**src/sprite_game_cfg.svh**
```systemverilog
`ifndef SPRITE_GAME_CFG_SVH
`define SPRITE_GAME_CFG_SVH

// screen geometry
`define SG_COORD_W       10
`define SG_X_MAX         10'd639          // last visible column
`define SG_Y_MAX         10'd479          // last visible row

// keyboard scan codes for movement
`define SG_KEY_LEFT      8'h04            // a
`define SG_KEY_RIGHT     8'h07            // d
`define SG_KEY_DOWN      8'h16            // s
`define SG_KEY_UP        8'h1A            // w

// player sprite
`define SG_PLAYER_STEP   10'd2            // pixels per frame
`define SG_PLAYER_SIZE   10'd30           // half of the box edge
`define SG_PLAYER_X0     10'd320
`define SG_PLAYER_Y0     10'd240

// room exits and where the player lands after crossing one
`define SG_EXIT_EAST_X   10'd590
`define SG_EXIT_WEST_X   10'd60
`define SG_EAST_ENTRY_X  10'd60
`define SG_EAST_ENTRY_Y  10'd200
`define SG_WEST_ENTRY_X  10'd560
`define SG_WEST_ENTRY_Y  10'd230

// backdrop codes per room
`define SG_COLOR_WEST    8'h0B
`define SG_COLOR_EAST    8'h0A

// enemies
`define SG_ENEMY_STEP    10'd1            // pixels per frame
`define SG_PARK_Y        10'd500          // below the screen, out of sight

`endif

```
**src/sprite_game_pkg.sv**
```systemverilog
`include "sprite_game_cfg.svh"

package sprite_game_pkg;

    // pixel coordinate on the 640x480 screen
    typedef logic [`SG_COORD_W-1:0] coord_t;

    // movement opcode from the keyboard
    typedef enum logic [2:0]
    {
        dir_none,
        dir_left,
        dir_right,
        dir_down,
        dir_up
    } dir_t;

    // which map is on screen
    typedef enum logic
    {
        room_west,
        room_east
    } room_t;

    // enemy patrol state, parked only leaves on reset
    typedef enum logic [1:0]
    {
        patrol_down,
        patrol_up,
        patrol_parked
    } patrol_t;

endpackage

```
**src/key_decoder.sv**
```systemverilog
`timescale 1ns/1ps
`include "sprite_game_cfg.svh"

module key_decoder
    import sprite_game_pkg::*;
(
    input  logic       Reset,      // frame clock, one rising edge per video frame
    input  logic       frame_clk,  // async reset, active high
    input  logic [7:0] keycode,    // held key, level
    input  logic       collision,  // level from the collision detector
    output dir_t       dir,
    output logic       blocked
);

    dir_t dir_next;

    // only the four movement keys mean anything
    always_comb
    begin
        case (keycode)
            `SG_KEY_LEFT:  dir_next = dir_left;
            `SG_KEY_RIGHT: dir_next = dir_right;
            `SG_KEY_DOWN:  dir_next = dir_down;
            `SG_KEY_UP:    dir_next = dir_up;
            default:       dir_next = dir_none;   // idle or unrelated key
        endcase
    end

    // opcode and collision go through the same register
    // so the motion stage sees both from the same frame
    always_ff @(posedge Reset or posedge frame_clk)
    begin
        if (frame_clk)
        begin
            dir     <= dir_none;
            blocked <= 1'b0;
        end
        else
        begin
            dir     <= dir_next;
            blocked <= collision;
        end
    end

endmodule

```
**src/player_motion.sv**
```systemverilog
`timescale 1ns/1ps
`include "sprite_game_cfg.svh"

module player_motion
    import sprite_game_pkg::*;
(
    input  logic   Reset,      // frame clock
    input  logic   frame_clk,  // async reset, active high
    input  dir_t   dir,        // registered opcode from key_decoder
    input  logic   blocked,    // registered collision
    output coord_t player_x,   // sprite center
    output coord_t player_y,
    output room_t  room
);

    // two spare bits so the box edge can go below zero or past the limit
    localparam logic signed [11:0] STEP  = {2'b00, `SG_PLAYER_STEP};
    localparam logic signed [11:0] HALF  = {2'b00, `SG_PLAYER_SIZE};
    localparam logic signed [11:0] X_LIM = {2'b00, `SG_X_MAX};
    localparam logic signed [11:0] Y_LIM = {2'b00, `SG_Y_MAX};

    logic signed [11:0] step_x;
    logic signed [11:0] step_y;
    logic signed [11:0] cand_x;      // center one step away
    logic signed [11:0] cand_y;
    logic               off_screen;  // candidate box crosses a screen edge
    coord_t             kept_x;      // after collision and bound checks
    coord_t             kept_y;
    coord_t             x_next;
    coord_t             y_next;
    room_t              room_next;

    // one step per frame, screen y grows downward
    always_comb
    begin
        step_x = '0;
        step_y = '0;
        case (dir)
            dir_left:  step_x = -STEP;
            dir_right: step_x = STEP;
            dir_up:    step_y = -STEP;
            dir_down:  step_y = STEP;
            default:   ;                     // dir_none, stay put
        endcase
    end

    assign cand_x = $signed({2'b00, player_x}) + step_x;
    assign cand_y = $signed({2'b00, player_y}) + step_y;

    // whole box has to stay inside 0..limit on both axes
    assign off_screen = (cand_x - HALF < 0) || (cand_x + HALF > X_LIM) ||
                        (cand_y - HALF < 0) || (cand_y + HALF > Y_LIM);

    assign kept_x = (blocked || off_screen) ? player_x : cand_x[9:0];
    assign kept_y = (blocked || off_screen) ? player_y : cand_y[9:0];

    // room change looks at the position the move would leave us at
    always_comb
    begin
        room_next = room;
        x_next    = kept_x;
        y_next    = kept_y;
        if (room == room_west && kept_x > `SG_EXIT_EAST_X)
        begin
            room_next = room_east;           // walked off the east side
            x_next    = `SG_EAST_ENTRY_X;
            y_next    = `SG_EAST_ENTRY_Y;
        end
        else if (room == room_east && kept_x < `SG_EXIT_WEST_X)
        begin
            room_next = room_west;           // back through the west door
            x_next    = `SG_WEST_ENTRY_X;
            y_next    = `SG_WEST_ENTRY_Y;
        end
    end

    always_ff @(posedge Reset or posedge frame_clk)
    begin
        if (frame_clk)
        begin
            player_x <= `SG_PLAYER_X0;       // screen center
            player_y <= `SG_PLAYER_Y0;
            room     <= room_west;
        end
        else
        begin
            player_x <= x_next;
            player_y <= y_next;
            room     <= room_next;
        end
    end

endmodule

```
**src/enemy_patrol.sv**
```systemverilog
`timescale 1ns/1ps
`include "sprite_game_cfg.svh"

module enemy_patrol
    import sprite_game_pkg::*;
#(
    parameter coord_t X_POS   = 10'd350,   // fixed column of the patrol
    parameter coord_t Y_START = 10'd50,
    parameter coord_t Y_MIN   = 10'd0,     // top turn limit for the box edge
    parameter coord_t Y_MAX   = 10'd300,   // bottom turn limit for the box edge
    parameter coord_t SIZE    = 10'd30     // half of the box edge
)
(
    input  logic   Reset,      // frame clock
    input  logic   frame_clk,  // async reset, active high
    input  logic   kill,       // one-frame strobe
    output coord_t enemy_y,
    output logic   parked
);

    patrol_t state;
    logic    kill_q;           // strobe registered like the keyboard inputs
    logic    at_bottom;
    logic    at_top;

    // the patrol box has to start and run on screen
    if (({1'b0, X_POS} + SIZE > {1'b0, `SG_X_MAX}) || (X_POS < SIZE))
    begin : g_bad_column
        $error("enemy_patrol column %0d leaves the screen", X_POS);
    end

    if (({1'b0, Y_START} + SIZE > {1'b0, Y_MAX}) || ({1'b0, Y_START} < Y_MIN + SIZE))
    begin : g_bad_start
        $error("enemy_patrol start row %0d outside its patrol", Y_START);
    end

    // turn tests use the current y, 11 bits so nothing wraps
    assign at_bottom = ({1'b0, enemy_y} + SIZE) >= {1'b0, Y_MAX};
    assign at_top    = {1'b0, enemy_y} <= ({1'b0, Y_MIN} + SIZE);

    always_ff @(posedge Reset or posedge frame_clk)
    begin
        if (frame_clk)
        begin
            kill_q  <= 1'b0;
            state   <= patrol_down;
            enemy_y <= Y_START;
        end
        else
        begin
            kill_q <= kill;
            if (kill_q)
            begin
                state   <= patrol_parked;    // dead for good
                enemy_y <= `SG_PARK_Y;
            end
            else
            begin
                case (state)
                    patrol_down:
                    begin
                        enemy_y <= enemy_y + `SG_ENEMY_STEP;
                        if (at_bottom)
                            state <= patrol_up;
                    end
                    patrol_up:
                    begin
                        enemy_y <= enemy_y - `SG_ENEMY_STEP;
                        if (at_top)
                            state <= patrol_down;
                    end
                    default: ;               // parked, hold the park row
                endcase
            end
        end
    end

    assign parked = (state == patrol_parked);

endmodule

```
**src/scene_out.sv**
```systemverilog
`timescale 1ns/1ps
`include "sprite_game_cfg.svh"

module scene_out
    import sprite_game_pkg::*;
#(
    parameter coord_t ENEMY0_X = 10'd350,
    parameter coord_t ENEMY1_X = 10'd510
)
(
    input  logic       Reset,        // frame clock
    input  logic       frame_clk,    // async reset, active high
    input  coord_t     motion_x,     // player position from player_motion
    input  coord_t     motion_y,
    input  room_t      motion_room,
    input  coord_t     patrol0_y,    // enemy rows from the two patrols
    input  coord_t     patrol1_y,
    input  logic [1:0] parked,
    output coord_t     player_x,
    output coord_t     player_y,
    output room_t      room,
    output logic [7:0] color_main,   // backdrop code
    output coord_t     enemy0_x,
    output coord_t     enemy0_y,
    output coord_t     enemy1_x,
    output coord_t     enemy1_y,
    output logic [1:0] enemy_visible,
    output logic [1:0] enemy_parked
);

    logic       in_east;
    logic [1:0] visible_next;

    assign in_east = (motion_room == room_east);

    // enemy 0 lives in the west room, enemy 1 in the east room
    assign visible_next[0] = ~parked[0] & ~in_east;
    assign visible_next[1] = ~parked[1] & in_east;

    // positions, loaded every frame
    always_ff @(posedge Reset)
    begin
        player_x <= motion_x;
        player_y <= motion_y;
        enemy0_y <= patrol0_y;
        enemy1_y <= patrol1_y;
    end

    always_ff @(posedge Reset or posedge frame_clk)
    begin
        if (frame_clk)
        begin
            room          <= room_west;
            color_main    <= `SG_COLOR_WEST;
            enemy_visible <= 2'b01;          // only the west enemy at start
            enemy_parked  <= 2'b00;
        end
        else
        begin
            room          <= motion_room;
            color_main    <= in_east ? `SG_COLOR_EAST : `SG_COLOR_WEST;
            enemy_visible <= visible_next;
            enemy_parked  <= parked;
        end
    end

    // enemies only patrol vertically
    assign enemy0_x = ENEMY0_X;
    assign enemy1_x = ENEMY1_X;

endmodule

```
**src/sprite_game_top.sv**
```systemverilog
`timescale 1ns/1ps

module sprite_game_top
    import sprite_game_pkg::*;
(
    input  logic       Reset,        // frame clock
    input  logic       frame_clk,    // async reset, active high
    input  logic [7:0] keycode,
    input  logic       collision,
    input  logic [1:0] enemy_kill,   // one-frame strobes per enemy
    output coord_t     player_x,
    output coord_t     player_y,
    output room_t      room,
    output logic [7:0] color_main,
    output coord_t     enemy0_x,
    output coord_t     enemy0_y,
    output coord_t     enemy1_x,
    output coord_t     enemy1_y,
    output logic [1:0] enemy_visible,
    output logic [1:0] enemy_parked
);

    localparam coord_t ENEMY0_X = 10'd350;
    localparam coord_t ENEMY1_X = 10'd510;

    dir_t       dir;
    logic       blocked;
    coord_t     motion_x;
    coord_t     motion_y;
    room_t      motion_room;
    coord_t     patrol0_y;
    coord_t     patrol1_y;
    logic [1:0] parked;

    key_decoder u_key_decoder (
        .Reset     (Reset),
        .frame_clk (frame_clk),
        .keycode   (keycode),
        .collision (collision),
        .dir       (dir),
        .blocked   (blocked)
    );

    player_motion u_player_motion (
        .Reset     (Reset),
        .frame_clk (frame_clk),
        .dir       (dir),
        .blocked   (blocked),
        .player_x  (motion_x),
        .player_y  (motion_y),
        .room      (motion_room)
    );

    // west room guard, long patrol
    enemy_patrol #(
        .X_POS   (ENEMY0_X),
        .Y_START (10'd50),
        .Y_MIN   (10'd0),
        .Y_MAX   (10'd300),
        .SIZE    (10'd30)
    ) u_enemy0 (
        .Reset     (Reset),
        .frame_clk (frame_clk),
        .kill      (enemy_kill[0]),
        .enemy_y   (patrol0_y),
        .parked    (parked[0])
    );

    // east room guard, short patrol
    enemy_patrol #(
        .X_POS   (ENEMY1_X),
        .Y_START (10'd195),
        .Y_MIN   (10'd150),
        .Y_MAX   (10'd270),
        .SIZE    (10'd28)
    ) u_enemy1 (
        .Reset     (Reset),
        .frame_clk (frame_clk),
        .kill      (enemy_kill[1]),
        .enemy_y   (patrol1_y),
        .parked    (parked[1])
    );

    scene_out #(
        .ENEMY0_X (ENEMY0_X),
        .ENEMY1_X (ENEMY1_X)
    ) u_scene_out (
        .Reset         (Reset),
        .frame_clk     (frame_clk),
        .motion_x      (motion_x),
        .motion_y      (motion_y),
        .motion_room   (motion_room),
        .patrol0_y     (patrol0_y),
        .patrol1_y     (patrol1_y),
        .parked        (parked),
        .player_x      (player_x),
        .player_y      (player_y),
        .room          (room),
        .color_main    (color_main),
        .enemy0_x      (enemy0_x),
        .enemy0_y      (enemy0_y),
        .enemy1_x      (enemy1_x),
        .enemy1_y      (enemy1_y),
        .enemy_visible (enemy_visible),
        .enemy_parked  (enemy_parked)
    );

endmodule

```
**config.mk**
```make
export PLATFORM = sky130hd
export DESIGN_NAME = sprite_game_top
export DESIGN_NICKNAME = d
export VERILOG_FILES = /design/src/sprite_game_pkg.sv /design/src/key_decoder.sv /design/src/player_motion.sv /design/src/enemy_patrol.sv /design/src/scene_out.sv /design/src/sprite_game_top.sv
export VERILOG_INCLUDE_DIRS = /design/src
export SDC_FILE = /design/constraint.sdc
export NUM_CORES = 1
export LEC_CHECK = 0
export BUFFER_PORTS_ARGS = -buffer_cell sky130_fd_sc_hd__buf_2
export CORE_ASPECT_RATIO = 0.6
export CORE_MARGIN = 8
export CORE_UTILIZATION = 43
export CTS_CLUSTER_SIZE = 12
export DETAILED_ROUTE_END_ITERATION = 10
export GPL_ROUTABILITY_DRIVEN = 1
export PLACE_DENSITY = 0.73
export SKIP_LAST_GASP = 1
export SLEW_MARGIN = 10
export SYNTH_ARGS = -nofsm -noshare
export SYNTH_HDL_FRONTEND = slang
export SYNTH_SLANG_ARGS = --single-unit
```
**constraint.sdc**
```tcl
create_clock -name Reset -period 13.6 [get_ports Reset]
set_input_delay 2.72 -clock Reset [delete_from_list [all_inputs] [get_ports Reset]]
set_output_delay 2.72 -clock Reset [all_outputs]
set_load 0.01 [all_outputs]
```
Word level (Yosys, flattened, before mapping)
Index checks and enable logic that the tools add are counted.
- magnitude comparators: 10
- muxes and demuxes: 24
- reduce and logical (&&, ||, !) cells: 13
- div/mod/pow operators: 0
- add/sub/neg operators: 12
- $mul: 0
- shifts and indexed selects: 0
- equality and inequality tests: 17
- bitwise operators: 5
- operators with widths (cell ; count):
    2-to-1 mux 10 bit ; 8
    < comparator 32 x 1 -> 1 bit (second input constant) ; 2
    one-hot mux 12 bit (2 select lines) ; 2
    one-hot mux 10 bit (2 select lines) ; 2
    subtractor 12 x 6 -> 13 bit (second input constant) ; 2
    adder 11 x 12 -> 12 bit ; 2
    adder 12 x 6 -> 12 bit (second input constant) ; 2
    adder 10 x 5 -> 11 bit (second input constant) ; 2
    greater-or-equal comparator 11 x 9 -> 1 bit (second input constant) ; 2
    adder 10 x 1 -> 10 bit (second input constant) ; 2
    subtractor 10 x 1 -> 10 bit (second input constant) ; 2
    == test 8 x 3 -> 1 bit (second input constant) ; 2
    == test 8 x 5 -> 1 bit (second input constant) ; 2
    > comparator 12 x 10 -> 1 bit (second input constant) ; 1
    > comparator 12 x 11 -> 1 bit (second input constant) ; 1
    2-to-1 mux 2 bit ; 6
    inequality test 3 x 1 -> 1 bit (second input constant) ; 4
    one-hot mux 3 bit (4 select lines) ; 1
    > comparator 10 bit (second input constant) ; 1
    less-or-equal comparator 10 x 5 -> 1 bit (second input constant) ; 1
    less-or-equal comparator 10 x 8 -> 1 bit (second input constant) ; 1
    < comparator 10 x 6 -> 1 bit (second input constant) ; 1
    one-hot mux 2 bit (2 select lines) ; 2
    == test 3 x 2 -> 1 bit (second input constant) ; 2
    14 further kinds ; 28
- word-level logic and storage cells: 100
- latch bits: 0
- bits in read-only memories: 0
- memories kept: 0
- bits of input ports: 13
- output and inout bits: 73
- memory bits (writable): 0
- register bits: 104

Logic depth before layout (Yosys ltp)
Gate-level depths: netlist (run 1).
- word-level depth: 14
- depth in mapped cells: 20
- depth with buffers taken out: 16

Modules after synthesis
Synthesis (run 1) repeated with hierarchy kept, for this count alone.
- cell total of the unflattened synthesis: 579
- area total of the unflattened synthesis: 5661.7 µm²
- modules (own cells, without submodules) (module ; instances ; sequential area each (µm²) ; cells each ; area each (µm²)):
    player_motion ; 1 ; 483.0 ; 237 ; 2139.6
    scene_out ; 1 ; 953.4 ; 79 ; 1183.6
    enemy_patrol (u_enemy1) ; 1 ; 330.3 ; 132 ; 1132.3
    enemy_patrol (u_enemy0) ; 1 ; 329.1 ; 117 ; 1031.0
    key_decoder ; 1 ; 100.1 ; 14 ; 175.2

Least setup slack after synthesis (run 1)
No wires, ideal clock.
- kind: register to register
- start point: register u_key_decoder.dir[1]
- end point: register u_player_motion.player_y[6]
- arrival time: 4.531 ns
- clock period less this slack: 4.617 ns
- buffers on the path: 2
- stages on the path, launching flop included: 15
- slack: 8.983 ns
- library setup time: 0.086 ns
- required time: 13.514 ns
- path through: dfrtp_1 -> nor3b_1 -> ha_1 -> a21o_1 -> o21a_1 -> o311ai_1 -> nand4_1 -> or3_1 -> a31o_1 -> a31o_1 -> buf_6 -> nor3_1 -> and4b_1 -> buf_6 -> a2111o_1
- cells in the longest elaborated chain, start to end: 14
- elaborated cells on any way between the ends: 29
- those cells by class: add/sub (6); order compare (6); eq/ne (5); mux (6); reduce/logical (6)
- ends and longest elaborated chain (item ; line ; RTL):
    start, declared ; key_decoder.sv:11 ; output dir_t dir,
    start signal, assigned ; key_decoder.sv:35 ; dir <= dir_none;
    start signal, assigned ; key_decoder.sv:40 ; dir <= dir_next;
    == test 3 x 2 -> 1 bit or == test 3 x 1 -> 1 bit (tied branches) ; player_motion.sv:38 ; case (dir)
    one-hot mux 12 bit (2 select lines) ; player_motion.sv:38 ;
    adder 11 x 12 -> 12 bit ; player_motion.sv:47 ; assign cand_x = $signed({2'b00, player_x}) + step_x;
    subtractor 12 x 6 -> 13 bit or adder 12 x 6 -> 12 bit (tied branches) ; player_motion.sv:51 ; assign off_screen = (cand_x - HALF < 0) || (cand_x + HALF > X_LIM) ||
    < comparator 32 x 1 -> 1 bit or > comparator 12 x 11 -> 1 bit (tied branches) ; player_motion.sv:51 ;
    logical OR 1 bit (2 in series) ; player_motion.sv:51 ;
    logical OR 1 bit ; player_motion.sv:52 ; (cand_y - HALF < 0) || (cand_y + HALF > Y_LIM);
    logical OR 1 bit ; player_motion.sv:54, player_motion.sv:55 ;
    2-to-1 mux 10 bit ; player_motion.sv:54 ; assign kept_x = (blocked || off_screen) ? player_x : cand_x[9:0];
    < comparator 10 x 6 -> 1 bit (no source line) ; - ;
    logical AND 1 bit (no source line) ; - ;
    2-to-1 mux 10 bit ; player_motion.sv:69 ; else if (room == room_east && kept_x < `SG_EXIT_WEST_X)
    2-to-1 mux 10 bit ; player_motion.sv:63 ; if (room == room_west && kept_x > `SG_EXIT_EAST_X)
    end signal, assigned ; player_motion.sv:82 ; player_y <= `SG_PLAYER_Y0;
    end signal, assigned ; player_motion.sv:88 ; player_y <= y_next;
    end, declared ; player_motion.sv:12 ; output coord_t player_y,
Several ways; a longest one is shown, not always the timed one. The select of a mux whose other input is x is not followed.
A chain may end at the register's enable or synchronous reset.

Worst setup path in the final report (run 1)
- start point: register u_key_decoder.dir[1]
- end point: register u_player_motion.player_y[7]
The elaborated chain is that of the path after synthesis.

==> PnR_summary.wiki, run 1 <==
{| class="wikitable"
! Metric !! Value
|-
| Run status || complete, no violations
|-
| Clock transition at path regs || 0.07 ns
|-
| Detailed router's first-iteration violation count || 433
|-
| Dominant synthesized flop cell || dfrtp_1
|-
| Final hold viol count || 0
|-
| Placeable core region || 12,800 um^2
|-
| TritonCTS clock tree || yes
|-
| Max cap viols || 0
|-
| Worst slew margin || 38.8%
|-
| Number of standard cells after synthesis || 595
|-
| PostCTS Resize Cnt || 0
|-
| Top Layer Used || met4
|-
| Total vias in the final route || 4,622
|-
| Number of nets in the finished design || 705
|-
| CP Max Fanout || 19
|-
| Effective utilization at floorplan || 43.8%
|-
| Max clock buf depth || 2
|-
| Number of inserted filler cells in the final layout || 1,188
|-
| Netlist Area Pre-Place || 5600 um^2
|-
| Post-Place Worst Slack || 8.72 ns
|-
| Crit Path Category || reg2reg
|-
| Met3 wirelength from detailed routing || 984 um
|-
| GP Congestion || 0.862
|-
| Placed Area || 5910 um^2
|-
| Root buf cell || clkbuf_16
|-
| Die Footprint || 17,000 um^2
|-
| Number of antenna cells inserted || 0
|-
| Fin worst setup slack || 8.62 ns
|-
| Placed Instances || 806
|-
| Later-pin clock latency in the skew report || 0.35 ns
|-
| Number of distinct standard cells referenced by the synthesized netlist || 71
|-
| Total CTS buffers || 9
|-
| CP Data Arrival Time || 5.25 ns
|-
| Final number of setup-violating endpoints || 0
|-
| Post-detailed-route via-to-cell ratio || 5.62
|-
| Setup TNS after final layout || 0 ns
|-
| Setup repair after global routing missed its margin || false
|-
| First-pass GRT wire length || 21,900 um
|-
| Area taken by multi-input logic gates || 3120 um^2
|-
| IR Drop Worst-Case VDD || 0.0598 mV
|-
| Required time of the critical path || 13.87 ns
|-
| Post-layout minimum cycle time || 4.98 ns
|-
| Post-CTS Setup Repair Bufs || 0
|-
| Number of flops mapped to enable cells by yosys || 0
|-
| Half-perimeter wire length after detailed placement || 9900 um
|-
| DRC errors left || 0
|-
| Chip height || 104 um
|-
| Overall Global Routing Usage || 15.6%
|-
| Post-route insts no fill || 822
|-
| Number of nets with antenna violations after detailed routing || 0
|-
| Average wire length per cell after detail routing || 16.3 um
|-
| Clock Skew || 0.0115 ns
|-
| Max Fclk || 201 MHz
|-
| Async SR Flop Fraction || 59.1%
|-
| Number of top-level pins || 86
|-
| Hold-fix buffers at CTS || 0
|-
| Layout cell share with drive strength beyond 1 || 15.3%
|-
| Met2 wire length || 5510 um
|-
| Clock tree sinks || 93
|-
| Final-report max-slew violation count || 0
|-
| Leak pwr || 2.87 nW
|-
| Row count || 32
|-
| Worst-margin pin slew || 0.914 ns
|-
| Number of input and output port buffers inserted || 56
|-
| Sort of element at the start of the critical path || flop
|-
| Detailed-route wire length on metal 1 || 6700 um
|-
| Sequential-to-total area share from yosys stat || 38.5%
|-
| Avg Synthesized Cell Area || 9.41 um^2
|-
| Total of flip-flops plus latches after synthesis || 93
|-
| Maximum number of pins on one net before global-route repair || 56
|-
| Vias in the first global route || 4,388
|-
| Kind of end point of the critical path || flop
|-
| GR Overflow Total || 0
|-
| Power after layout || 0.663 mW
|-
| Layout overhead on the synthesized area || 10.6%
|-
| Maximum level of the CTS H-tree || 3
|-
| Initial antenna violation count || 0
|-
| Ys Warns || 0
|-
| Areal power density over the cells || 107 nW/um^2
|-
| Internal reg-to-reg setup slack || 8.62 ns
|-
| Combined flip-flop and latch cell area || 2160 um^2
|-
| Final wirelength || 13,400 um
|-
| Design area || 6190 um^2
|-
| Worst min path class || reg2reg
|-
| First-pass iteration count of the detailed router || 5
|-
| Portion of the clock cycle consumed by the worst path in the final layout || 36.6%
|-
| Die width || 163 um
|}
-- state kept, by name, summed over array words and instances (netlist names) --
register	count
u_scene_out.player_x	9
u_scene_out.color_main	1
u_enemy0.kill_q	1
u_scene_out.enemy1_y	10
u_scene_out.room	1
u_scene_out.enemy0_y	10
u_key_decoder.blocked	1
u_player_motion.player_y	9
u_scene_out.enemy_parked	2
u_enemy0.state	2
u_key_decoder.dir	3
u_enemy1.state	2
u_scene_out.enemy_visible	2
u_player_motion.room	1
u_scene_out.player_y	9
u_enemy1.enemy_y	10
u_enemy0.enemy_y	10
u_player_motion.player_x	9
u_enemy1.kill_q	1
-- per-layer routing --
| layer | up-vias | GRT usage [%] |
|---|---|---|
| li1 | 2210 | - |
| met1 | 2195 | 22.3 |
| met2 | 197 | 22.0 |
| met3 | 20 | 4.55 |
| met4 | 0 | 4.76 |
| met5 | - | 0 |
-- path summary, 6_finish.rpt --
path,from,endpoint,cells past startpoint
setup / recovery,u_key_decoder.dir[1]$_DFF_PP0_,u_player_motion.player_y[7]$_DFFE_PP1P_,12
hold / removal,u_player_motion.player_y[1]$_DFFE_PP0P_,u_scene_out.player_y[1]$_DFF_P_,0
setup reg to reg,u_key_decoder.dir[1]$_DFF_PP0_,u_player_motion.player_y[7]$_DFFE_PP1P_,12
hold reg to reg,u_player_motion.player_y[1]$_DFFE_PP0P_,u_scene_out.player_y[1]$_DFF_P_,0
max in group asynchronous,frame_clk,u_player_motion.player_x[3]$_DFF_PP0_,3
min in group asynchronous,frame_clk,u_enemy1.enemy_y[3]$_DFFE_PP0P_,3
-- cell families after synthesis --
kind of cell / count (synthesis) / share of synthesized area, %
adders and majority gates: 45 / 10.6
buffers and inverters: 78 / 7.53
AOI/OAI and AO/OA: 159 / 19.9
other: 2 / 0.134
DFF: 93 / 38.5
xor gates and xnor gates: 29 / 4.67
muxes: 8 / 1.43
and+or+nand+nor: 181 / 17.2
-- area by class of cell --
| cell class | instances | area share (%) |
|---|---|---|
| Clock buffer | 10 | 3.86 |
| Tap cell | 170 | 3.44 |
| Timing Repair Buffer | 58 | 4.77 |
| Multi-Input combinational cell | 451 | 50.4 |
| Clock inverter | 6 | 0.607 |
| Sequential cell | 93 | 34.8 |
| Inverter | 34 | 2.06 |
-- through the flow --
| step | util [%] | hold slack (ns) |
|---|---|---|
| after global placement | 46.3 | 0.407 |
| final | 48.5 | 0.422 |
| after floorplan | - | 0.368 |
| after detailed placement | 46.3 | 0.409 |
| after global routing | 48.5 | 0.436 |
| after CTS | 48.5 | 0.430 |
-- critical path, stage by stage (launching register included) --
cell and delay, ns:
dfrtp_1 0.41, or3b_1 0.57, inv_1 0.38, ha_1 0.36, xor2_1 0.39, a2111oi_0 0.14, nor4_1 0.46, nand4b_1 0.20
or4_4 0.47, a32oi_4 0.39, o21ai_0 0.19, and4b_1 0.45, a2111o_1 0.48
-- placed cells by master, fill, tap and decap left out, drive strengths merged, types with 6 or more instances in the layout --
| cell type | synthesis | layout |
|---|---|---|
| dfstp | 15 | 15 |
| or3 | 6 | 6 |
| ha | 41 | 41 |
| buf | 35 | 58 |
| dfxtp | 38 | 38 |
| xnor2 | 17 | 17 |
| o21ai | 25 | 25 |
| nor4 | 7 | 7 |
| mux2i | 8 | 8 |
| nand4 | 8 | 8 |
| a21oi | 48 | 48 |
| xor2 | 12 | 12 |
| o211ai | 7 | 7 |
| nor2b | 10 | 10 |
| a211o | 7 | 7 |
| nor3 | 19 | 19 |
| nand2 | 28 | 28 |
| inv | 34 | 35 |
| nand2b | 6 | 6 |
| o21bai | 14 | 14 |
| dfrtp | 40 | 40 |
| nor2 | 44 | 44 |
| nand3 | 16 | 16 |
| conb | 2 | 29 |
| clkbuf | 9 | 10 |
| a21o | 14 | 14 |
-- power breakdown --
| part | total [mW] | internal (mW) | switching [mW] | leakage, nW |
|---|---|---|---|---|
| clock network | 0.234 | 0.129 | 0.105 | 0.142 |
| logic | 0.123 | 0.0436 | 0.0792 | 1.78 |
| registers | 0.306 | 0.292 | 0.0137 | 0.950 |
-- synth_stat cells, types with 4 or more instances --
master / count / area, um^2
a211o_1: 7 / 61.3
a21o_1: 14 / 105
a21oi_1: 47 / 235
a31oi_1: 5 / 31.3
and2_1: 5 / 31.3
and3_1: 4 / 25.0
buf_4: 29 / 218
clkbuf_1: 8 / 30.0
dfrtp_1: 40 / 1000
dfstp_2: 15 / 394
dfxtp_1: 38 / 761
fa_1: 4 / 80.1
ha_1: 41 / 513
inv_1: 34 / 128
mux2i_1: 8 / 80.1
nand2_1: 28 / 105
nand2b_1: 6 / 37.5
nand3_1: 16 / 80.1
nand4_1: 8 / 50.1
nand4b_1: 4 / 35.0
nor2_1: 44 / 165
nor2b_1: 10 / 62.6
nor3_1: 19 / 95.1
nor3b_1: 5 / 37.5
nor4_1: 7 / 43.8
nor4b_1: 5 / 43.8
o211ai_1: 7 / 52.6
o21ai_0: 25 / 125
o21bai_1: 14 / 105
or3_1: 6 / 37.5
xnor2_1: 17 / 149
xor2_1: 11 / 96.3
No activity file was read; power rests on OpenSTA's default activity.
==> inputs of run 2 (changes only) <==
--- a/config.mk
+++ b/config.mk
@@ -13,7 +13,7 @@
 export CTS_CLUSTER_SIZE = 12
 export DETAILED_ROUTE_END_ITERATION = 10
 export GPL_ROUTABILITY_DRIVEN = 1
-export PLACE_DENSITY = 0.73
+export PLACE_DENSITY = 0.76
 export SKIP_LAST_GASP = 1
 export SLEW_MARGIN = 10
 export SYNTH_ARGS = -nofsm -noshare
==> constraint.sdc (replaced) <==
create_clock -name Reset -period 4.2 [get_ports Reset]
set_input_delay 0.84 -clock Reset [delete_from_list [all_inputs] [get_ports Reset]]
set_output_delay 0.84 -clock Reset [all_outputs]
set_load 0.01 [all_outputs]
==> run 2 against run 1 <==
  * The run now ends with negative setup slack left
  * Combinational power grew to 5.0 times the previous value
  * Sequential cell count unchanged
  * Worst setup slack worse by 8.9 ns
  * Design area up 14%
  * Highest routed layer unchanged
  * Global-route usage up 0.53 points
  * Sequential power rose to 3.3 times the previous value
  * Core utilization up 6.6 points
  * Count of clock-buffer cells in the layout is 2 higher
  * Register-to-register slack lost 8.9 ns
  * Critical path depth up 7
  * Final cell count rose by 7.4%
==> PnR_summary.wiki, run 2 (same netlist as run 1, synthesis figures left out) <==
{| class="wikitable"
! Metric !! Value
|-
| Clock Skew || 0.00654 ns (was 0.0115 ns)
|-
| Die width || 163 um (unchanged)
|-
| Vias in the first global route || 4,655 (was 4,388)
|-
| Half-perimeter wire length after detailed placement || 10,600 um (was 9900 um)
|-
| DRC errors left || 0 (unchanged)
|-
| Area taken by multi-input logic gates || 3450 um^2 (was 3120 um^2)
|-
| Maximum level of the CTS H-tree || 3 (unchanged)
|-
| GR Overflow Total || 0 (unchanged)
|-
| Row count || 32 (unchanged)
|-
| Final wirelength || 15,100 um (was 13,400 um)
|-
| Kind of end point of the critical path || flop (unchanged)
|-
| Number of nets with antenna violations after detailed routing || 0 (unchanged)
|-
| Setup repair after global routing missed its margin || true (was false)
|-
| Number of top-level pins || 86 (unchanged)
|-
| Clock transition at path regs || 0.07 ns (about the same)
|-
| Overall Global Routing Usage || 16.2% (was 15.6%)
|-
| Chip height || 104 um (unchanged)
|-
| Clock tree sinks || 93 (unchanged)
|-
| IR Drop Worst-Case VDD || 0.221 mV (was 0.0598 mV)
|-
| GP Congestion || 0.938 (was 0.862)
|-
| Layout cell share with drive strength beyond 1 || 29.0% (was 15.3%)
|-
| Worst min path class || reg2reg (unchanged)
|-
| Detailed router's first-iteration violation count || 595 (was 433)
|-
| Required time of the critical path || 4.47 ns (was 13.87 ns)
|-
| Hold-fix buffers at CTS || 0 (unchanged)
|-
| CP Max Fanout || 8 (was 19)
|-
| Max Fclk || 225 MHz (was 201 MHz)
|-
| First-pass GRT wire length || 23,000 um (was 21,900 um)
|-
| Placeable core region || 12,800 um^2 (unchanged)
|-
| Post-route insts no fill || 883 (was 822)
|-
| Placed Instances || 841 (was 806)
|-
| Leading cell types in the layout, fill and taps excluded || 56 x buf_2, 52 x buf_4, 42 x a21oi_1 (was 56 x buf_2, 47 x a21oi_1, 44 x nor2_1)
|-
| Layout overhead on the synthesized area || 25.7% (was 10.6%)
|-
| Later-pin clock latency in the skew report || 0.34 ns (was 0.35 ns)
|-
| Post-layout minimum cycle time || 4.44 ns (was 4.98 ns)
|-
| Dominant cell type by count on the critical path || buf_4
|-
| Maximum number of pins on one net before global-route repair || 41 (was 56)
|-
| Final hold viol count || 0 (unchanged)
|-
| Worst slew margin || 40.6% (was 38.8%)
|-
| Violations in the final reports || negative setup slack
|-
| Internal reg-to-reg setup slack || -0.24 ns (was 8.62 ns)
|-
| Total CTS buffers || 9 (unchanged)
|-
| Sort of element at the start of the critical path || flop (unchanged)
|-
| Max clock buf depth || 2 (unchanged)
|-
| Effective utilization at floorplan || 43.8% (unchanged)
|-
| Most frequent standard cell in the layout excluding fill and tap cells || buf_2 (unchanged)
|-
| Number of inserted filler cells in the final layout || 1,059 (was 1,188)
|-
| Areal power density over the cells || 340 nW/um^2 (was 107 nW/um^2)
|-
| Die Footprint || 17,000 um^2 (unchanged)
|-
| Final number of setup-violating endpoints || 19 (was 0)
|-
| Worst-margin pin slew || 0.890 ns (was 0.914 ns)
|-
| Critical-path cell with the highest stage delay || or3_1 (was or3b_1)
|-
| Leak pwr || 3.24 nW (was 2.87 nW)
|-
| CP Data Arrival Time || 4.72 ns (was 5.25 ns)
|-
| List of cells traversed by the critical path || buf_4 > nor3b_4 > buf_4 > ha_1 > buf_4 > xor2_4 > buf_4 > a211oi_1 > a2111oi_4 > nand4_1 > or3_1 > a31o_1 > a31o_1 > buf_6 > o211ai_1 > and4b_2 > buf_6 > buf_6 > a21o_1 (was or3b_1 > inv_1 > ha_1 > xor2_1 > a2111oi_0 > nor4_1 > nand4b_1 > or4_4 > a32oi_4 > o21ai_0 > and4b_1 > a2111o_1)
|-
| Buf+Inv Stages, Crit Path || 7 (was 1)
|-
| Initial antenna violation count || 0 (unchanged)
|-
| Root buf cell || clkbuf_16 (unchanged)
|-
| Run status || finished, violations left (was complete, no violations)
|-
| Crit Path Category || reg2reg (unchanged)
|-
| Max stage delay on crit path || 0.44 ns (was 0.57 ns)
|-
| Portion of the clock cycle consumed by the worst path in the final layout || 106% (was 36.6%)
|-
| Total vias in the final route || 4,927 (was 4,622)
|-
| Fin worst setup slack || -0.243 ns (was 8.62 ns)
|-
| Final core utilization || 55.1% (was 48.5%)
|-
| Gate family responsible for the most delay along the worst path || simple AND/OR/NAND/NOR gates (unchanged)
|-
| First-pass iteration count of the detailed router || 5 (unchanged)
|-
| Average wire length per cell after detail routing || 17.1 um (was 16.3 um)
|-
| Number of antenna cells inserted || 0 (unchanged)
|-
| TritonCTS clock tree || yes (unchanged)
|-
| Post-detailed-route via-to-cell ratio || 5.58 (was 5.62)
|-
| Number of input and output port buffers inserted || 56 (unchanged)
|-
| Combined flip-flop and latch cell area || 2160 um^2 (about the same)
|-
| Max cap viols || 0 (unchanged)
|-
| Final-report max-slew violation count || 0 (unchanged)
|-
| Number of nets in the finished design || 766 (was 705)
|}
-- run 2: layout make-up --
| cell class | instances | area share, % |
|---|---|---|
| Timing Repair Buffer | 119 | 11.3 |
| Clock buffer | 12 | 3.65 |
| Clock inverter | 4 | 0.445 |
| Tap cell | 170 | 3.02 |
| Inverter | 34 | 1.89 |
| Multi-Input combinational cell | 451 | 49.0 |
| Sequential cell | 93 | 30.7 |
-- run 2: timing repair --
item / CTS / global route
gates cloned: 0 / 1
setup buffers: 2 / 23
resized for setup: 6 / 72
setup endpoints to repair: 13 / 19
pin swaps: 8 / 22
-- run 2: through the flow --
stage | hold slack (ns) | total power [mW] | setup TNS [ns] | area [um^2] | setup WS [ns]
finish | 0.428 | 2.39 | -3.21 | 7040 | -0.243
global route | 0.434 | 2.50 | -5.74 | 7040 | -0.398
CTS | 0.418 | 2.26 | -0.00234 | 6500 | -0.00234
detailed placement | 0.397 | 1.47 | -0.390 | 6180 | -0.0747
global placement | 0.408 | 1.45 | 0 | 6180 | 0.0731
floorplan | 0.368 | 1.30 | 0 | 5700 | 0.0152
-- run 2: path summary, 6_finish.rpt --
check,to,startpoint,cells past startpoint
max,u_player_motion.room$_DFFE_PP0P_,u_key_decoder.dir[1]$_DFF_PP0_,19
min reg2reg,u_scene_out.player_y[5]$_DFF_P_,u_player_motion.player_y[5]$_DFFE_PP1P_,0
min in group asynchronous,u_enemy0.kill_q$_DFF_PP0_,frame_clk,2
min,u_scene_out.player_y[5]$_DFF_P_,u_player_motion.player_y[5]$_DFFE_PP1P_,0
max in group asynchronous,u_player_motion.player_x[6]$_DFF_PP1_,frame_clk,3
max reg2reg,u_player_motion.room$_DFFE_PP0P_,u_key_decoder.dir[1]$_DFF_PP0_,19
-- run 2: power by group --
part | switching, mW | internal (mW) | leakage, nW
sequential | 0.0500 | 0.947 | 0.949
combinational | 0.342 | 0.275 | 2.16
clock | 0.343 | 0.436 | 0.131
-- run 2: routing by layer --
layer	up-vias	track usage, %	routed length (um)
li1	2330	-	-
met1	2339	23.4	6980
met2	236	23.7	6630
met3	22	3.44	1250
met4	0	3.98	208
met5	-	0	0
==> inputs of run 3 (changes only) <==
--- a/config.mk
+++ b/config.mk
@@ -8,11 +8,10 @@
 export LEC_CHECK = 0
 export BUFFER_PORTS_ARGS = -buffer_cell sky130_fd_sc_hd__buf_2
 export CORE_ASPECT_RATIO = 0.6
-export CORE_MARGIN = 8
+export CORE_MARGIN = 1.5
 export CORE_UTILIZATION = 43
 export CTS_CLUSTER_SIZE = 12
 export DETAILED_ROUTE_END_ITERATION = 10
-export GPL_ROUTABILITY_DRIVEN = 1
 export PLACE_DENSITY = 0.76
 export SKIP_LAST_GASP = 1
 export SLEW_MARGIN = 10
==> run 3 against run 2 <==
  * The run now ends clean
  * Sequential power hardly changed
  * Non-clock buffer count decreased by 9
  * Register-to-register slack improved by 0.25 ns
  * First-iteration DRC count down 39%
  * Core utilization down 0.75 points
  * Sequential share of layout area is 0.43 points higher
  * Critical endpoint is now u_player_motion.player_y[2]$_DFFE_PP0P_
  * Largest cell class unchanged
==> PnR_summary.wiki, run 3 (same netlist as run 1, synthesis figures left out) <==
{| class="wikitable"
! Metric !! Value
|-
| Vias in the first global route || 4,325 (was 4,655)
|-
| Worst min path class || reg2reg (unchanged)
|-
| Areal power density over the cells || 358 nW/um^2 (was 340 nW/um^2)
|-
| Number of top-level pins || 86 (unchanged)
|-
| Final core utilization || 54.3% (was 55.1%)
|-
| Total CTS buffers || 9 (unchanged)
|-
| Leading cell types in the layout, fill and taps excluded || 56 x buf_2, 48 x buf_4, 43 x a21oi_1 (was 56 x buf_2, 52 x buf_4, 42 x a21oi_1)
|-
| Overall Global Routing Usage || 19.6% (was 16.2%)
|-
| IR Drop Worst-Case VDD || 0.212 mV (was 0.221 mV)
|-
| GP Congestion || 0.922 (was 0.938)
|-
| Number of input and output port buffers inserted || 56 (unchanged)
|-
| Detailed router's first-iteration violation count || 364 (was 595)
|-
| Clock tree sinks || 93 (unchanged)
|-
| Maximum level of the CTS H-tree || 3 (unchanged)
|-
| Clock transition at path regs || 0.07 ns (about the same)
|-
| Number of nets in the finished design || 757 (was 766)
|-
| Chip height || 91.4 um (was 104 um)
|-
| Later-pin clock latency in the skew report || 0.35 ns (was 0.34 ns)
|-
| First-pass GRT wire length || 21,500 um (was 23,000 um)
|-
| Final wirelength || 14,000 um (was 15,100 um)
|-
| Buf+Inv Stages, Crit Path || 3 (was 7)
|-
| Half-perimeter wire length after detailed placement || 9790 um (was 10,600 um)
|-
| Leak pwr || 3.16 nW (was 3.24 nW)
|-
| Die width || 150 um (was 163 um)
|-
| Final number of setup-violating endpoints || 0 (was 19)
|-
| TritonCTS clock tree || yes (unchanged)
|-
| Dominant cell type by count on the critical path || buf_6 (was buf_4)
|-
| Number of inserted filler cells in the final layout || 1,070 (was 1,059)
|-
| Met2 wire length || 5950 um (was 6630 um)
|-
| Post-route insts no fill || 874 (was 883)
|-
| Layout overhead on the synthesized area || 24.0% (was 25.7%)
|-
| Total vias in the final route || 4,866 (was 4,927)
|-
| Portion of the clock cycle consumed by the worst path in the final layout || 99.8% (was 106%)
|-
| Required time of the critical path || 4.40 ns (was 4.47 ns)
|-
| Met3 wirelength from detailed routing || 1040 um (was 1250 um)
|-
| Detailed-route wire length on metal 1 || 6730 um (was 6980 um)
|-
| Post-layout minimum cycle time || 4.19 ns (was 4.44 ns)
|-
| Layout cell share with drive strength beyond 1 || 27.1% (was 29.0%)
|-
| Run status || complete, no violations (was finished, violations left)
|-
| Root buf cell || clkbuf_16 (unchanged)
|-
| Crit Path Category || reg2reg (unchanged)
|-
| CP Max Fanout || 6 (was 8)
|-
| Max clock buf depth || 2 (unchanged)
|-
| Worst-margin pin slew || 1.07 ns (was 0.890 ns)
|-
| Effective utilization at floorplan || 43.8% (unchanged)
|-
| Max stage delay on crit path || 0.55 ns (was 0.44 ns)
|-
| Critical-path cell with the highest stage delay || fa_1 (was or3_1)
|-
| Sort of element at the start of the critical path || flop (unchanged)
|-
| Die Footprint || 13,700 um^2 (was 17,000 um^2)
|-
| Final-report max-slew violation count || 0 (unchanged)
|-
| Average wire length per cell after detail routing || 16.0 um (was 17.1 um)
|-
| Kind of end point of the critical path || flop (unchanged)
|-
| CP Data Arrival Time || 4.39 ns (was 4.72 ns)
|-
| Row count || 32 (unchanged)
|-
| GR Overflow Total || 0 (unchanged)
|-
| Final hold viol count || 0 (unchanged)
|-
| Max Fclk || 239 MHz (was 225 MHz)
|-
| Area taken by multi-input logic gates || 3400 um^2 (was 3450 um^2)
|-
| Clock Skew || 0.0118 ns (was 0.00654 ns)
|-
| Setup repair after global routing missed its margin || true (unchanged)
|-
| DRC errors left || 0 (unchanged)
|-
| Most frequent standard cell in the layout excluding fill and tap cells || buf_2 (unchanged)
|-
| Max cap viols || 0 (unchanged)
|-
| Hold-fix buffers at CTS || 0 (unchanged)
|-
| First-pass iteration count of the detailed router || 5 (unchanged)
|-
| Top Layer Used || met4 (unchanged)
|-
| Number of antenna cells inserted || 0 (unchanged)
|-
| Worst slew margin || 28.8% (was 40.6%)
|-
| Post-detailed-route via-to-cell ratio || 5.57 (was 5.58)
|-
| Placed Instances || 836 (was 841)
|-
| Initial antenna violation count || 0 (unchanged)
|-
| List of cells traversed by the critical path || or3b_4 > nand2_4 > ha_4 > fa_1 > inv_1 > ha_2 > nand2_1 > nor4b_2 > nor4_2 > nand4b_1 > or4_4 > a32oi_4 > buf_6 > nor3_2 > and4b_4 > buf_6 > a21oi_1 (was buf_4 > nor3b_4 > buf_4 > ha_1 > buf_4 > xor2_4 > buf_4 > a211oi_1 > a2111oi_4 > nand4_1 > or3_1 > a31o_1 > a31o_1 > buf_6 > o211ai_1 > and4b_2 > buf_6 > buf_6 > a21o_1)
|-
| Combined flip-flop and latch cell area || 2160 um^2 (unchanged)
|-
| Maximum number of pins on one net before global-route repair || 50 (was 41)
|-
| Number of nets with antenna violations after detailed routing || 0 (unchanged)
|-
| Gate family responsible for the most delay along the worst path || simple AND/OR/NAND/NOR gates (unchanged)
|-
| Placeable core region || 12,800 um^2 (unchanged)
|}
==> run 3: cell count changes in the layout (fill, tap and decap cells not counted), sizes merged <==
cell | previous run | this run
clkinv | 1 | 0
inv | 34 | 35
bufinv | 0 | 1
clkinvlp | 3 | 2
buf | 119 | 110
==> run 3: timing repair <==
action / 4_1_cts / 5_1_grt
cloned: 0 / 1
pin swaps: 2 / 25
setup buffers: 4 / 17
resized for setup: 4 / 62
endpoints found under the setup margin: 17 / 19
==> run 3: layout make-up <==
cell class,count,area share [%]
clock buffer,12,3.86
clock inverter,4,0.775
inverter,34,1.95
multi-input combinational,451,49.1
sequential,93,31.1
tap,170,3.07
timing repair buffer,110,10.2
==> run 3: path summary, 6_finish.rpt <==
check	end	slack [ns]	start	cells after the start
max	u_player_motion.player_y[2]$_DFFE_PP0P_	0.01	u_key_decoder.dir[2]$_DFF_PP0_	17
min	u_scene_out.player_y[6]$_DFF_P_	0.43	u_player_motion.player_y[6]$_DFFE_PP1P_	0
max reg2reg	u_player_motion.player_y[2]$_DFFE_PP0P_	0.01	u_key_decoder.dir[2]$_DFF_PP0_	17
min reg2reg	u_scene_out.player_y[6]$_DFF_P_	0.43	u_player_motion.player_y[6]$_DFFE_PP1P_	0
max in group asynchronous	u_scene_out.enemy_visible[0]$_DFF_PP1_	2.64	frame_clk	3
min in group asynchronous	u_enemy0.kill_q$_DFF_PP0_	0.76	frame_clk	2
==> run 3: where the power goes <==
part | switching, mW | internal [mW] | leakage [nW]
clock network | 0.349 | 0.516 | 0.151
registers | 0.0534 | 0.947 | 0.949
logic | 0.325 | 0.290 | 2.06
==> run 3: layer usage <==
layer | vias up | GRT usage (%)
li1 | 2310 | -
met1 | 2292 | 29.8
met2 | 235 | 27.2
met3 | 29 | 4.62
met4 | 0 | 5.31
met5 | - | 0
==> run 3: through the flow <==
step | power [mW] | setup TNS (ns) | hold slack (ns) | setup WS (ns) | cell area, um^2
floorplan | 1.30 | 0 | 0.368 | 0.0152 | 5700
global placement | 1.44 | 0 | 0.407 | 0.0517 | 6140
detailed placement | 1.46 | -0.658 | 0.402 | -0.0728 | 6140
CTS | 2.35 | 0 | 0.422 | 0.00595 | 6500
global route | 2.59 | -1.94 | 0.437 | -0.134 | 6940
finish | 2.48 | 0 | 0.434 | 0.00996 | 6940
==> run 3: worst register-to-register path: stages (launching register included) <==
cell      delay [ns]
dfrtp_1         0.38
or3b_4          0.30
nand2_4         0.06
ha_4            0.16
fa_1            0.55
inv_1           0.08
ha_2            0.19
nand2_1         0.08
nor4b_2         0.05
nor4_2          0.33
nand4b_1        0.16
or4_4           0.53
a32oi_4         0.36
buf_6           0.16
nor3_2          0.03
and4b_4         0.43
buf_6           0.14
a21oi_1         0.05
